### src/hw/uarch_pkg.sv
package uarch_pkg;

    // ------------------------------
    // Datapath and queue sizing
    // ------------------------------
    localparam int XLEN            = 32;
    localparam int TAG_WIDTH       = 4;
    localparam int ROB_DEPTH       = 1 << TAG_WIDTH;
    // Bus ports and max retirements per cycle
    localparam int PIPE_WIDTH      = 2;
    // Two ALUs, MDU, memory unit
    localparam int NUM_SOURCES     = 4;
    localparam int SRC_IDX_WIDTH   = $clog2(NUM_SOURCES);

    // Exception record layout inside a result word
    localparam int EXC_CAUSE_WIDTH = 5;
    localparam int EXC_ADDR_WIDTH  = XLEN - EXC_CAUSE_WIDTH;

    // Cause in the top bits, faulting address fragment below
    typedef struct packed {
        logic [EXC_CAUSE_WIDTH-1:0] cause;
        logic [EXC_ADDR_WIDTH-1:0]  addr;
    } wb_exc_rec_t;

    // One result word, read through the view picked by the exception flag
    typedef union packed {
        logic [XLEN-1:0] data;
        wb_exc_rec_t     exc;
    } wb_payload_u;

endpackage

### src/hw/fu_result_buffer.sv
`timescale 1ns/1ps

module fu_result_buffer (
    input  logic                            clk,
    input  logic                            rst_n,
    // Result strobe from the functional unit
    input  logic                            fu_valid,
    input  logic [uarch_pkg::TAG_WIDTH-1:0] fu_tag,
    input  logic                            fu_exc,
    input  uarch_pkg::wb_payload_u          fu_payload,
    // Grant from the bus arbiter
    input  logic                            gnt,
    // Back-pressure level to the functional unit
    output logic                            fu_ready,
    // Held result toward the arbiter
    output logic                            buf_valid,
    output logic [uarch_pkg::TAG_WIDTH-1:0] buf_tag,
    output logic                            buf_exc,
    output uarch_pkg::wb_payload_u          buf_payload
);

    logic load;

    // Free when empty or when the held result leaves this cycle
    assign fu_ready = !buf_valid || gnt;

    // Source only strobes while ready, qualify anyway
    assign load = fu_valid && fu_ready;

    // ------------------------------
    // Occupancy
    // ------------------------------
    always_ff @(posedge clk) begin
        if (!rst_n) begin
            buf_valid <= 1'b0;
        end else if (load) begin
            // New result replaces a granted one with no bubble
            buf_valid <= 1'b1;
        end else if (gnt) begin
            buf_valid <= 1'b0;
        end
    end

    // ------------------------------
    // Result fields
    // ------------------------------
    always_ff @(posedge clk) begin
        if (load) begin
            buf_tag     <= fu_tag;
            buf_exc     <= fu_exc;
            buf_payload <= fu_payload;
        end
    end

endmodule

### src/hw/cdb_arbiter.sv
`timescale 1ns/1ps

module cdb_arbiter (
    // Head of the reorder buffer, reference point for age
    input  logic [uarch_pkg::TAG_WIDTH-1:0] rob_head,
    // Buffered results, one per source
    input  logic                            buf_valid   [uarch_pkg::NUM_SOURCES],
    input  logic [uarch_pkg::TAG_WIDTH-1:0] buf_tag     [uarch_pkg::NUM_SOURCES],
    input  logic                            buf_exc     [uarch_pkg::NUM_SOURCES],
    input  uarch_pkg::wb_payload_u          buf_payload [uarch_pkg::NUM_SOURCES],
    output logic                            buf_gnt     [uarch_pkg::NUM_SOURCES],
    // Common data bus ports, port 0 is the oldest
    output logic                            cdb_valid   [uarch_pkg::PIPE_WIDTH],
    output logic [uarch_pkg::TAG_WIDTH-1:0] cdb_tag     [uarch_pkg::PIPE_WIDTH],
    output logic                            cdb_exc     [uarch_pkg::PIPE_WIDTH],
    output uarch_pkg::wb_payload_u          cdb_payload [uarch_pkg::PIPE_WIDTH]
);

    import uarch_pkg::*;

    logic [TAG_WIDTH-1:0]     age [NUM_SOURCES];
    logic [NUM_SOURCES-1:0]   used_mask;
    logic                     sel_found [PIPE_WIDTH];
    logic [SRC_IDX_WIDTH-1:0] sel_idx   [PIPE_WIDTH];

    // Distance from head, wraps modulo the buffer size
    always_comb begin
        for (int i = 0; i < NUM_SOURCES; i++) begin
            age[i] = buf_tag[i] - rob_head;
        end
    end

    // ------------------------------
    // Oldest-first selection
    // ------------------------------
    always_comb begin : select_proc
        logic [TAG_WIDTH-1:0] best_age;

        used_mask = '0;
        for (int p = 0; p < PIPE_WIDTH; p++) begin
            sel_found[p] = 1'b0;
            sel_idx[p]   = '0;
            best_age     = '1;
            // Scan sources not yet taken by an earlier port
            for (int i = 0; i < NUM_SOURCES; i++) begin
                if (buf_valid[i] && !used_mask[i] &&
                    (!sel_found[p] || age[i] < best_age)) begin
                    sel_found[p] = 1'b1;
                    sel_idx[p]   = SRC_IDX_WIDTH'(i);
                    best_age     = age[i];
                end
            end
            // Mask the winner before the next port looks
            if (sel_found[p]) begin
                used_mask[sel_idx[p]] = 1'b1;
            end
        end
    end

    // Grant exactly the selected sources
    always_comb begin
        for (int i = 0; i < NUM_SOURCES; i++) begin
            buf_gnt[i] = used_mask[i];
        end
    end

    // ------------------------------
    // Route winners to bus ports
    // ------------------------------
    always_comb begin
        for (int p = 0; p < PIPE_WIDTH; p++) begin
            if (sel_found[p]) begin
                cdb_valid[p]   = 1'b1;
                cdb_tag[p]     = buf_tag[sel_idx[p]];
                cdb_exc[p]     = buf_exc[sel_idx[p]];
                cdb_payload[p] = buf_payload[sel_idx[p]];
            end else begin
                // Idle port drives all zero
                cdb_valid[p]   = 1'b0;
                cdb_tag[p]     = '0;
                cdb_exc[p]     = 1'b0;
                cdb_payload[p] = '0;
            end
        end
    end

endmodule

### src/hw/rob_tracker.sv
`timescale 1ns/1ps

module rob_tracker (
    input  logic                            clk,
    input  logic                            rst_n,
    // Tag allocation in program order
    input  logic                            alloc_valid,
    output logic                            alloc_ready,
    output logic [uarch_pkg::TAG_WIDTH-1:0] alloc_tag,
    // Oldest in-flight tag, used by the arbiter
    output logic [uarch_pkg::TAG_WIDTH-1:0] rob_head,
    // Completions from the common data bus
    input  logic                            cdb_valid      [uarch_pkg::PIPE_WIDTH],
    input  logic [uarch_pkg::TAG_WIDTH-1:0] cdb_tag        [uarch_pkg::PIPE_WIDTH],
    input  logic                            cdb_exc        [uarch_pkg::PIPE_WIDTH],
    input  uarch_pkg::wb_payload_u          cdb_payload    [uarch_pkg::PIPE_WIDTH],
    // In-order retirement
    output logic                            commit_valid   [uarch_pkg::PIPE_WIDTH],
    output logic [uarch_pkg::TAG_WIDTH-1:0] commit_tag     [uarch_pkg::PIPE_WIDTH],
    output logic                            commit_exc     [uarch_pkg::PIPE_WIDTH],
    output uarch_pkg::wb_payload_u          commit_payload [uarch_pkg::PIPE_WIDTH]
);

    import uarch_pkg::*;

    // Pointers and occupancy
    logic [TAG_WIDTH-1:0] head_ptr;
    logic [TAG_WIDTH-1:0] tail_ptr;
    // One extra bit so a full buffer reads as ROB_DEPTH
    logic [TAG_WIDTH:0]   rob_count;

    // Per-entry state
    logic [ROB_DEPTH-1:0] done_q;
    logic                 exc_q     [ROB_DEPTH];
    wb_payload_u          payload_q [ROB_DEPTH];

    logic                 alloc_fire;
    logic [TAG_WIDTH:0]   retire_cnt;

    // ------------------------------
    // Allocation side
    // ------------------------------
    assign alloc_ready = (rob_count != (TAG_WIDTH+1)'(ROB_DEPTH));
    assign alloc_tag   = tail_ptr;
    assign alloc_fire  = alloc_valid && alloc_ready;
    assign rob_head    = head_ptr;

    // ------------------------------
    // Retirement, combinational from state
    // ------------------------------
    always_comb begin : retire_proc
        logic chain;

        chain      = 1'b1;
        retire_cnt = '0;
        for (int p = 0; p < PIPE_WIDTH; p++) begin
            commit_tag[p] = head_ptr + TAG_WIDTH'(p);
            // A port retires only behind every older port
            chain = chain && (rob_count > (TAG_WIDTH+1)'(p)) && done_q[commit_tag[p]];
            commit_valid[p]   = chain;
            commit_exc[p]     = exc_q[commit_tag[p]];
            commit_payload[p] = payload_q[commit_tag[p]];
            if (chain) begin
                retire_cnt = retire_cnt + 1'b1;
            end
        end
    end

    // ------------------------------
    // Pointer and count update
    // ------------------------------
    always_ff @(posedge clk) begin
        if (!rst_n) begin
            head_ptr  <= '0;
            tail_ptr  <= '0;
            rob_count <= '0;
        end else begin
            head_ptr <= head_ptr + retire_cnt[TAG_WIDTH-1:0];
            if (alloc_fire) begin
                tail_ptr <= tail_ptr + 1'b1;
            end
            // Retire and allocate in one cycle net out here
            rob_count <= rob_count + (TAG_WIDTH+1)'(alloc_fire) - retire_cnt;
        end
    end

    // Done bits, set by the bus and cleared when an entry is handed out
    always_ff @(posedge clk) begin
        if (!rst_n) begin
            done_q <= '0;
        end else begin
            for (int p = 0; p < PIPE_WIDTH; p++) begin
                if (cdb_valid[p]) begin
                    done_q[cdb_tag[p]] <= 1'b1;
                end
            end
            // Fresh entry starts not done
            if (alloc_fire) begin
                done_q[tail_ptr] <= 1'b0;
            end
        end
    end

    // Completion payload capture
    always_ff @(posedge clk) begin
        for (int p = 0; p < PIPE_WIDTH; p++) begin
            if (cdb_valid[p]) begin
                exc_q[cdb_tag[p]]     <= cdb_exc[p];
                payload_q[cdb_tag[p]] <= cdb_payload[p];
            end
        end
    end

endmodule

### src/hw/writeback_top.sv
`timescale 1ns/1ps

module writeback_top (
    input  logic                            clk,
    input  logic                            rst_n,
    // Functional-unit result sources
    input  logic                            fu_valid       [uarch_pkg::NUM_SOURCES],
    input  logic [uarch_pkg::TAG_WIDTH-1:0] fu_tag         [uarch_pkg::NUM_SOURCES],
    input  logic                            fu_exc         [uarch_pkg::NUM_SOURCES],
    input  uarch_pkg::wb_payload_u          fu_payload     [uarch_pkg::NUM_SOURCES],
    output logic                            fu_ready       [uarch_pkg::NUM_SOURCES],
    // Tag allocation
    input  logic                            alloc_valid,
    output logic                            alloc_ready,
    output logic [uarch_pkg::TAG_WIDTH-1:0] alloc_tag,
    // Common data bus
    output logic                            cdb_valid      [uarch_pkg::PIPE_WIDTH],
    output logic [uarch_pkg::TAG_WIDTH-1:0] cdb_tag        [uarch_pkg::PIPE_WIDTH],
    output logic                            cdb_exc        [uarch_pkg::PIPE_WIDTH],
    output uarch_pkg::wb_payload_u          cdb_payload    [uarch_pkg::PIPE_WIDTH],
    // Commit
    output logic                            commit_valid   [uarch_pkg::PIPE_WIDTH],
    output logic [uarch_pkg::TAG_WIDTH-1:0] commit_tag     [uarch_pkg::PIPE_WIDTH],
    output logic                            commit_exc     [uarch_pkg::PIPE_WIDTH],
    output uarch_pkg::wb_payload_u          commit_payload [uarch_pkg::PIPE_WIDTH]
);

    import uarch_pkg::*;

    // Buffer to arbiter wiring
    logic                 buf_valid   [NUM_SOURCES];
    logic [TAG_WIDTH-1:0] buf_tag     [NUM_SOURCES];
    logic                 buf_exc     [NUM_SOURCES];
    wb_payload_u          buf_payload [NUM_SOURCES];
    logic                 buf_gnt     [NUM_SOURCES];

    logic [TAG_WIDTH-1:0] rob_head;

    // ------------------------------
    // One holding buffer per source
    // ------------------------------
    for (genvar i = 0; i < NUM_SOURCES; i++) begin : gen_buf
        fu_result_buffer fu_result_buffer_inst (
            .clk         (clk),
            .rst_n       (rst_n),
            .fu_valid    (fu_valid[i]),
            .fu_tag      (fu_tag[i]),
            .fu_exc      (fu_exc[i]),
            .fu_payload  (fu_payload[i]),
            .gnt         (buf_gnt[i]),
            .fu_ready    (fu_ready[i]),
            .buf_valid   (buf_valid[i]),
            .buf_tag     (buf_tag[i]),
            .buf_exc     (buf_exc[i]),
            .buf_payload (buf_payload[i])
        );
    end

    // Oldest-first bus selection
    cdb_arbiter cdb_arbiter_inst (
        .rob_head    (rob_head),
        .buf_valid   (buf_valid),
        .buf_tag     (buf_tag),
        .buf_exc     (buf_exc),
        .buf_payload (buf_payload),
        .buf_gnt     (buf_gnt),
        .cdb_valid   (cdb_valid),
        .cdb_tag     (cdb_tag),
        .cdb_exc     (cdb_exc),
        .cdb_payload (cdb_payload)
    );

    // Completion tracking and in-order retirement
    rob_tracker rob_tracker_inst (
        .clk            (clk),
        .rst_n          (rst_n),
        .alloc_valid    (alloc_valid),
        .alloc_ready    (alloc_ready),
        .alloc_tag      (alloc_tag),
        .rob_head       (rob_head),
        .cdb_valid      (cdb_valid),
        .cdb_tag        (cdb_tag),
        .cdb_exc        (cdb_exc),
        .cdb_payload    (cdb_payload),
        .commit_valid   (commit_valid),
        .commit_tag     (commit_tag),
        .commit_exc     (commit_exc),
        .commit_payload (commit_payload)
    );

endmodule

### config.mk
export PLATFORM = sky130hd
export DESIGN_NAME = writeback_top
export DESIGN_NICKNAME = d
export VERILOG_FILES = /design/src/hw/uarch_pkg.sv /design/src/hw/fu_result_buffer.sv /design/src/hw/cdb_arbiter.sv /design/src/hw/rob_tracker.sv /design/src/hw/writeback_top.sv
export SDC_FILE = /design/constraint.sdc
export NUM_CORES = 2
export LEC_CHECK = 0
export BUFFER_PORTS_ARGS = -buffer_cell sky130_fd_sc_hd__buf_2
export CELL_PAD_IN_SITES_DETAIL_PLACEMENT = 0
export CELL_PAD_IN_SITES_GLOBAL_PLACEMENT = 1
export CORE_MARGIN = 2
export CORE_UTILIZATION = 25
export CTS_BUF_LIST = sky130_fd_sc_hd__clkbuf_4
export CTS_CLUSTER_SIZE = 24
export DETAILED_ROUTE_END_ITERATION = 12
export PLACE_DENSITY_LB_ADDON = 0.1
export SKIP_CTS_REPAIR_TIMING = 1
export SYNTH_ARGS = -nofsm -noshare
export SYNTH_HDL_FRONTEND = slang
export SYNTH_SLANG_ARGS = --single-unit
### constraint.sdc
create_clock -name clk -period 11.8 [get_ports clk]
set_input_delay 1.18 -clock clk [delete_from_list [all_inputs] [get_ports clk]]
set_output_delay 1.18 -clock clk [all_outputs]
set_load 0.02 [all_outputs]
### Yosys cells after proc, flatten, opt, wreduce, memory -nomap -nowiden

Memories as Yosys holds them, arrays and structs flattened. A register that Yosys moved wholly into a read port is not among the register bits.
Cells that the tools add are included.
Widths: inputs -> output; s select.

* reduce and logical (&&, ||, !) cells: 51
* add/subtract/negate cells: 10
* magnitude comparators: 22
* multiplexer cells: 83
* bitwise operators: 7
* eq/ne operators: 1

Operator list (number)
* $mux 32: 6
* $bmux 32 s2: 2
* $mux 16: 5
* $mux 4: 16
* $mux 1: 38
* $or 16x16->16: 2
* $lt 4x5->1 const B: 5
* $lt 4x4->1: 6
* $logic_and 1x1->1: 23
* $and 16x16->16: 1
* $bmux 4 s2: 2
* $not 16->16: 1
* $sub 4x4->4: 4
* $logic_not 1->1: 14
* $demux 1 s4: 3
* $ge 4x1->1 const B: 3
* $gt 5x1->1 const B: 2
* $logic_or 1x1->1: 10
* $add 4x1->4 const B: 2
* $bmux 1 s4: 2
* $mux 2: 4
* $reduce_bool 2->1: 4
* $ge 3x3->1 const B: 2
* $lt 2x3->1 const B: 2
* 11 further kinds: 15

* RAM bits: 528
* bits in registers: 181
* output and inout port bits: 161
* memories kept: 2

Memory list
* rob_tracker_inst.payload_q: words 16, bits a word 32, read ports 2, clocked after memory_dff 1, wr ports 2, line rob_tracker.sv:35 `wb_payload_u payload_q [ROB_DEPTH];`
* rob_tracker_inst.exc_q: words 16, bits a word 1, read ports 2, clocked after memory_dff 1, wr ports 2, line rob_tracker.sv:34 `logic exc_q [ROB_DEPTH];`

### Logic depth before layout (Yosys ltp)

* word-level depth: 48
* depth in mapped cells: 61

### Cells and area by module

A second synthesis with hierarchy kept.

* cell total of the unflattened synthesis: 2804
* area, all modules: 41347.2 sq um

By module, submodules not included
* rob_tracker: area each 32822.7 sq um, cells an instance 2016, times used 1
* fu_result_buffer: area each 1168.6 sq um, cells an instance 42, times used 4
* cdb_arbiter: area each 3849.9 sq um, cells an instance 620, times used 1

### Worst setup path after synthesis

Ideal clock, no wire load.

* path kind: flip-flop to flip-flop
* start point: register rob_tracker_inst.head_ptr[1] (netlist: rob_tracker_inst.rob_head[1])
* end point: memory rob_tracker_inst.exc_q[13] (enable)
* stages on the path, launching flop included: 56
* buffers on the path: 8
* setup slack: -1632 ps
* data arrival time: 12963 ps
* cell sequence: dfxtp_1 > clkbuf_1 > buf_1 > inv_1 > ha_1 > a21o_1 > a21oi_1 > xnor2_1 > and2_1 > ha_1 > a21oi_1 > o221ai_1 > o21ai_0 > ha_1 > a2111oi_2 > a21oi_1 > nor2b_1 > clkbuf_1 > [... 20 more ...] > and2_1 > buf_2 > buf_1 > nor2_1 > a21oi_1 > ha_1 > nand3_1 > nor2_1 > a211o_1 > a221o_1 > o21a_1 > o211a_1 > a221o_1 > nor2_1 > clkbuf_1 > nand4_1 > buf_2 > o21ai_0

RTL lines
* start: declaration: line rob_tracker.sv:27 `logic [TAG_WIDTH-1:0] head_ptr;`
* start signal: assignment: line rob_tracker.sv:78 `head_ptr <= head_ptr + retire_cnt[TAG_WIDTH-1:0];`
* end: declaration: line rob_tracker.sv:34

==> flow_metrics.tcl <==
set metrics [dict create \
    synth-async-reset-ratio 0 \
    io_buffers 315 \
    fmax_ghz 0.0792 \
    syn_nets 2922 \
    place_ws_ns -0.419 \
    root_buffer "clkbuf_4" \
    grt_pass1_wl_mm 237 \
    vias 28500 \
    yosys_register_bits 709 \
    worstPathMaxFanout 8 \
    layout_commonest_cell "edfxtp_1" \
    layout_common_cells "edfxtp_1, mux2i_1, mux4_2" \
    max_stage_delay_ns 0.90 \
    die_w_um 406 \
    setup_viol 39 \
    synth_area_um2 40400 \
    clk_latency_ns 1.20 \
    power.share.switching 0.388 \
    numCtsBuffers 208 \
    drtPass1Iterations 7 \
    min_period_ns 12.62 \
    ant_nets 0 \
    slew_viol_final 0 \
    max_cap_violations 0 \
    fillers 16200 \
    setup_ws_ns -0.823 \
    min_path_type "primary input to flop" \
    cp-end-kind "output port" \
    synth_edf_count 676 \
    seq_area_frac_synth 0.519 \
    final_nets 3386 \
    peakVddDrop_uv 123 \
    tightest_slew_ns 1.34 \
    ys_types 71 \
    synth_xor_area_frac 0.00456 \
    pwr-share-comb 0.439 \
    violations "negative setup slack" \
    dpl-instance-area_um2 45600 \
    drtIter0Drc 2616 \
    area_growth_pct 22.8 \
    core_area_um2 160000 \
    post_drt_wl_per_cell_um 31.4 \
    synth-simple-area-share 0.0476 \
    cts_max_level 4 \
    setup.worst_path.start_class "flop" \
    viasPerCell 5.18 \
    grt_max_degree 137 \
    hold_violations 0 \
    timing.final.crit_share 1.07 \
    clk_path_buf_depth 3 \
    synth_compound_area_frac 0.0417 \
    outcome "finished, violations left" \
    detailedPlacementHpwl_mm 111 \
    pwr-share-seq 0.335 \
    netlist_instances 2716 \
    die_area_um2 165000 \
    path_clk_slew_ns 0.07 \
    yosysWarnings 0 \
    synth_top_family_by_area "multiplexers" \
    cts_sinks 709 \
    rsz0062_at_grt "true" \
    power.density_nw_per_um2 215 \
    fin_area_um2 49600 \
    slew_headroom 0.108 \
    grt_remaining_overflow 0 \
    drc 0 \
    critical_path_arrival_ns 11.44 \
    yosys-mux-area-fraction 0.324 \
    yosys_most_used_dff "edfxtp_1" \
    p_leak_nw 18.9 \
    grt.total_usage 0.206 \
    syn-mean-instance-area_um2 14.9 \
    power.internal_w 0.00652 \
    gp_congestion 0.840 \
    ios 316 \
    p_sw_w 0.00413 \
    die_h_um 406 \
    drt_wl_total_mm 173 \
    drive_gt1_frac 0.442 \
    synthAdderAreaFrac 0.0169 \
    required_ns 10.62 \
    start_util 0.252 \
    setup.worst_path.class "flop to output port" \
    first_global_vias 29600 \
    slowest_stage "a222oi_1" \
    cp_common_cell "ha_4" \
    cts_tree "built" \
    clockPowerShare 0.226 \
    antenna_found_initial 9 \
    skew_ns 0.0646 \
    row_count 147 \
]
[area by class of cell]
type	count	area, um2	area share
flip-flops and latches	709	21000	0.423
multi-input cells	1562	18300	0.369
repair buffers	582	4460	0.0901
well taps	2160	2700	0.0545
clock buffers	304	2280	0.0460
inverters	117	462	0.00932
clock inverters	67	359	0.00725
diodes	5	12.5	0.000252
[cell usage after synthesis (5+ instances only)]
| library cell | count | area, um2 |
|---|---|---|
| o22ai_1 | 35 | 219 |
| buf_4 | 9 | 67.6 |
| nor3_1 | 40 | 200 |
| nand2_1 | 57 | 214 |
| fa_1 | 6 | 120 |
| a21oi_1 | 27 | 135 |
| a221o_1 | 5 | 50.1 |
| o311a_1 | 9 | 90.1 |
| dfxtp_1 | 33 | 661 |
| nor2b_1 | 8 | 50.1 |
| o21ai_0 | 57 | 285 |
| and2_1 | 16 | 100 |
| inv_1 | 112 | 420 |
| nand2b_1 | 8 | 50.1 |
| mux4_2 | 340 | 7660 |
| a31oi_1 | 11 | 68.8 |
| nand4_1 | 9 | 56.3 |
| o221ai_1 | 6 | 52.6 |
| buf_2 | 53 | 265 |
| edfxtp_1 | 676 | 20300 |
| xor2_1 | 6 | 52.6 |
| a222oi_1 | 29 | 290 |
| or4_1 | 36 | 270 |
| a21o_1 | 10 | 75.1 |
| buf_1 | 30 | 113 |
| and3_1 | 9 | 56.3 |
| nand3_1 | 14 | 70.1 |
| mux2_2 | 29 | 327 |
| o21a_1 | 10 | 75.1 |
| mux2i_1 | 511 | 5110 |
| or2_2 | 48 | 300 |
| ha_1 | 45 | 563 |
| xnor2_1 | 15 | 131 |
| clkbuf_1 | 228 | 856 |
| buf_6 | 9 | 101 |
| nor2_1 | 107 | 402 |
[worst max-delay path, delay by kind of cell, from the launching register on]
family | cells | cell delay (ns)
flip-flops | 1 | 0.50
AO/OA/AOI/OAI | 19 | 4.56
buffers and inverters | 7 | 0.85
AND/OR/NAND/NOR | 12 | 1.85
XOR/XNOR | 1 | 0.38
adder cells (fa/ha/maj) | 8 | 2.15
[sequential cells by signal (all words and copies together), names as in the netlist]
name,cells
rob_tracker_inst.done_q,16
rob_tracker_inst.rob_count,5
gen_buf.fu_result_buffer_inst.buf_exc,4
gen_buf.fu_result_buffer_inst.buf_tag,16
gen_buf.fu_result_buffer_inst.buf_payload,128
rob_tracker_inst.alloc_tag,4
gen_buf.fu_result_buffer_inst.buf_valid,4
rob_tracker_inst.rob_head,4
rob_tracker_inst.exc_q,16
rob_tracker_inst.payload_q,512
[power groups by stage]
| stage | Clock [W] | Combinational (W) | Sequential (W) |
|---|---|---|---|
| finish | 0.00241 | 0.00468 | 0.00356 |
| global route | 0.00262 | 0.00495 | 0.00360 |
| CTS | 0.00251 | 0.00452 | 0.00356 |
| detailed placement | 0 | 0.00450 | 0.00361 |
| global placement | 0 | 0.00448 | 0.00359 |
| floorplan | 0 | 0.00271 | 0.00353 |
[logic make-up (layout without fill, tap and decap cells)]
group	after synthesis	after routing
AOI/OAI and AO/OA	237	237
xor gates and xnor gates	21	21
adders and majority gates	51	51
buffers and inverters	446	1070
DFF	709	709
muxes	880	880
other	0	5
and+or+nand+nor	372	373
[routing by layer]
metal  vias to the layer above  track usage  part of all wire
li1                      11900            -                 -
met3                       250       0.0414             0.055
met2                      1157        0.333              0.48
met1                     15300        0.277              0.44
met4                         0       0.0660             0.027
met5                         -            0                 0
[metrics by stage]
step / utilization / total power (W) / setup TNS (ns) / instances / hold slack (ns)
after global routing: 0.309 / 0.0112 / -37.30 / 5506 / 0.0151
final: 0.309 / 0.0107 / -17.01 / 5506 / 0.196
after CTS: 0.301 / 0.0106 / -87.65 / 5432 / -0.0418
after detailed placement: 0.285 / 0.00812 / -13.48 / 5061 / 0.460
after global placement: 0.285 / 0.00807 / -0.0723 / 5061 / 0.451
after floorplan: - / 0.00623 / 0 / 2716 / 0.437
[path summary, 6_finish.rpt]
check	from	endpoint	slack, ns	cells past startpoint
setup / recovery	gen_buf[1].fu_result_buffer_inst.buf_tag[0]	cdb_payload[0]	-0.82	47
hold / removal	fu_payload[36]	gen_buf[2].fu_result_buffer_inst.buf_payload[4]	0.20	1
setup reg to reg	gen_buf[1].fu_result_buffer_inst.buf_tag[0]	rob_tracker_inst.payload_q[6][11]	0.49	49
hold reg to reg	rob_tracker_inst.done_q[15]	rob_tracker_inst.done_q[15]	0.48	2
Note: power is estimated with default switching activity, not from simulation.
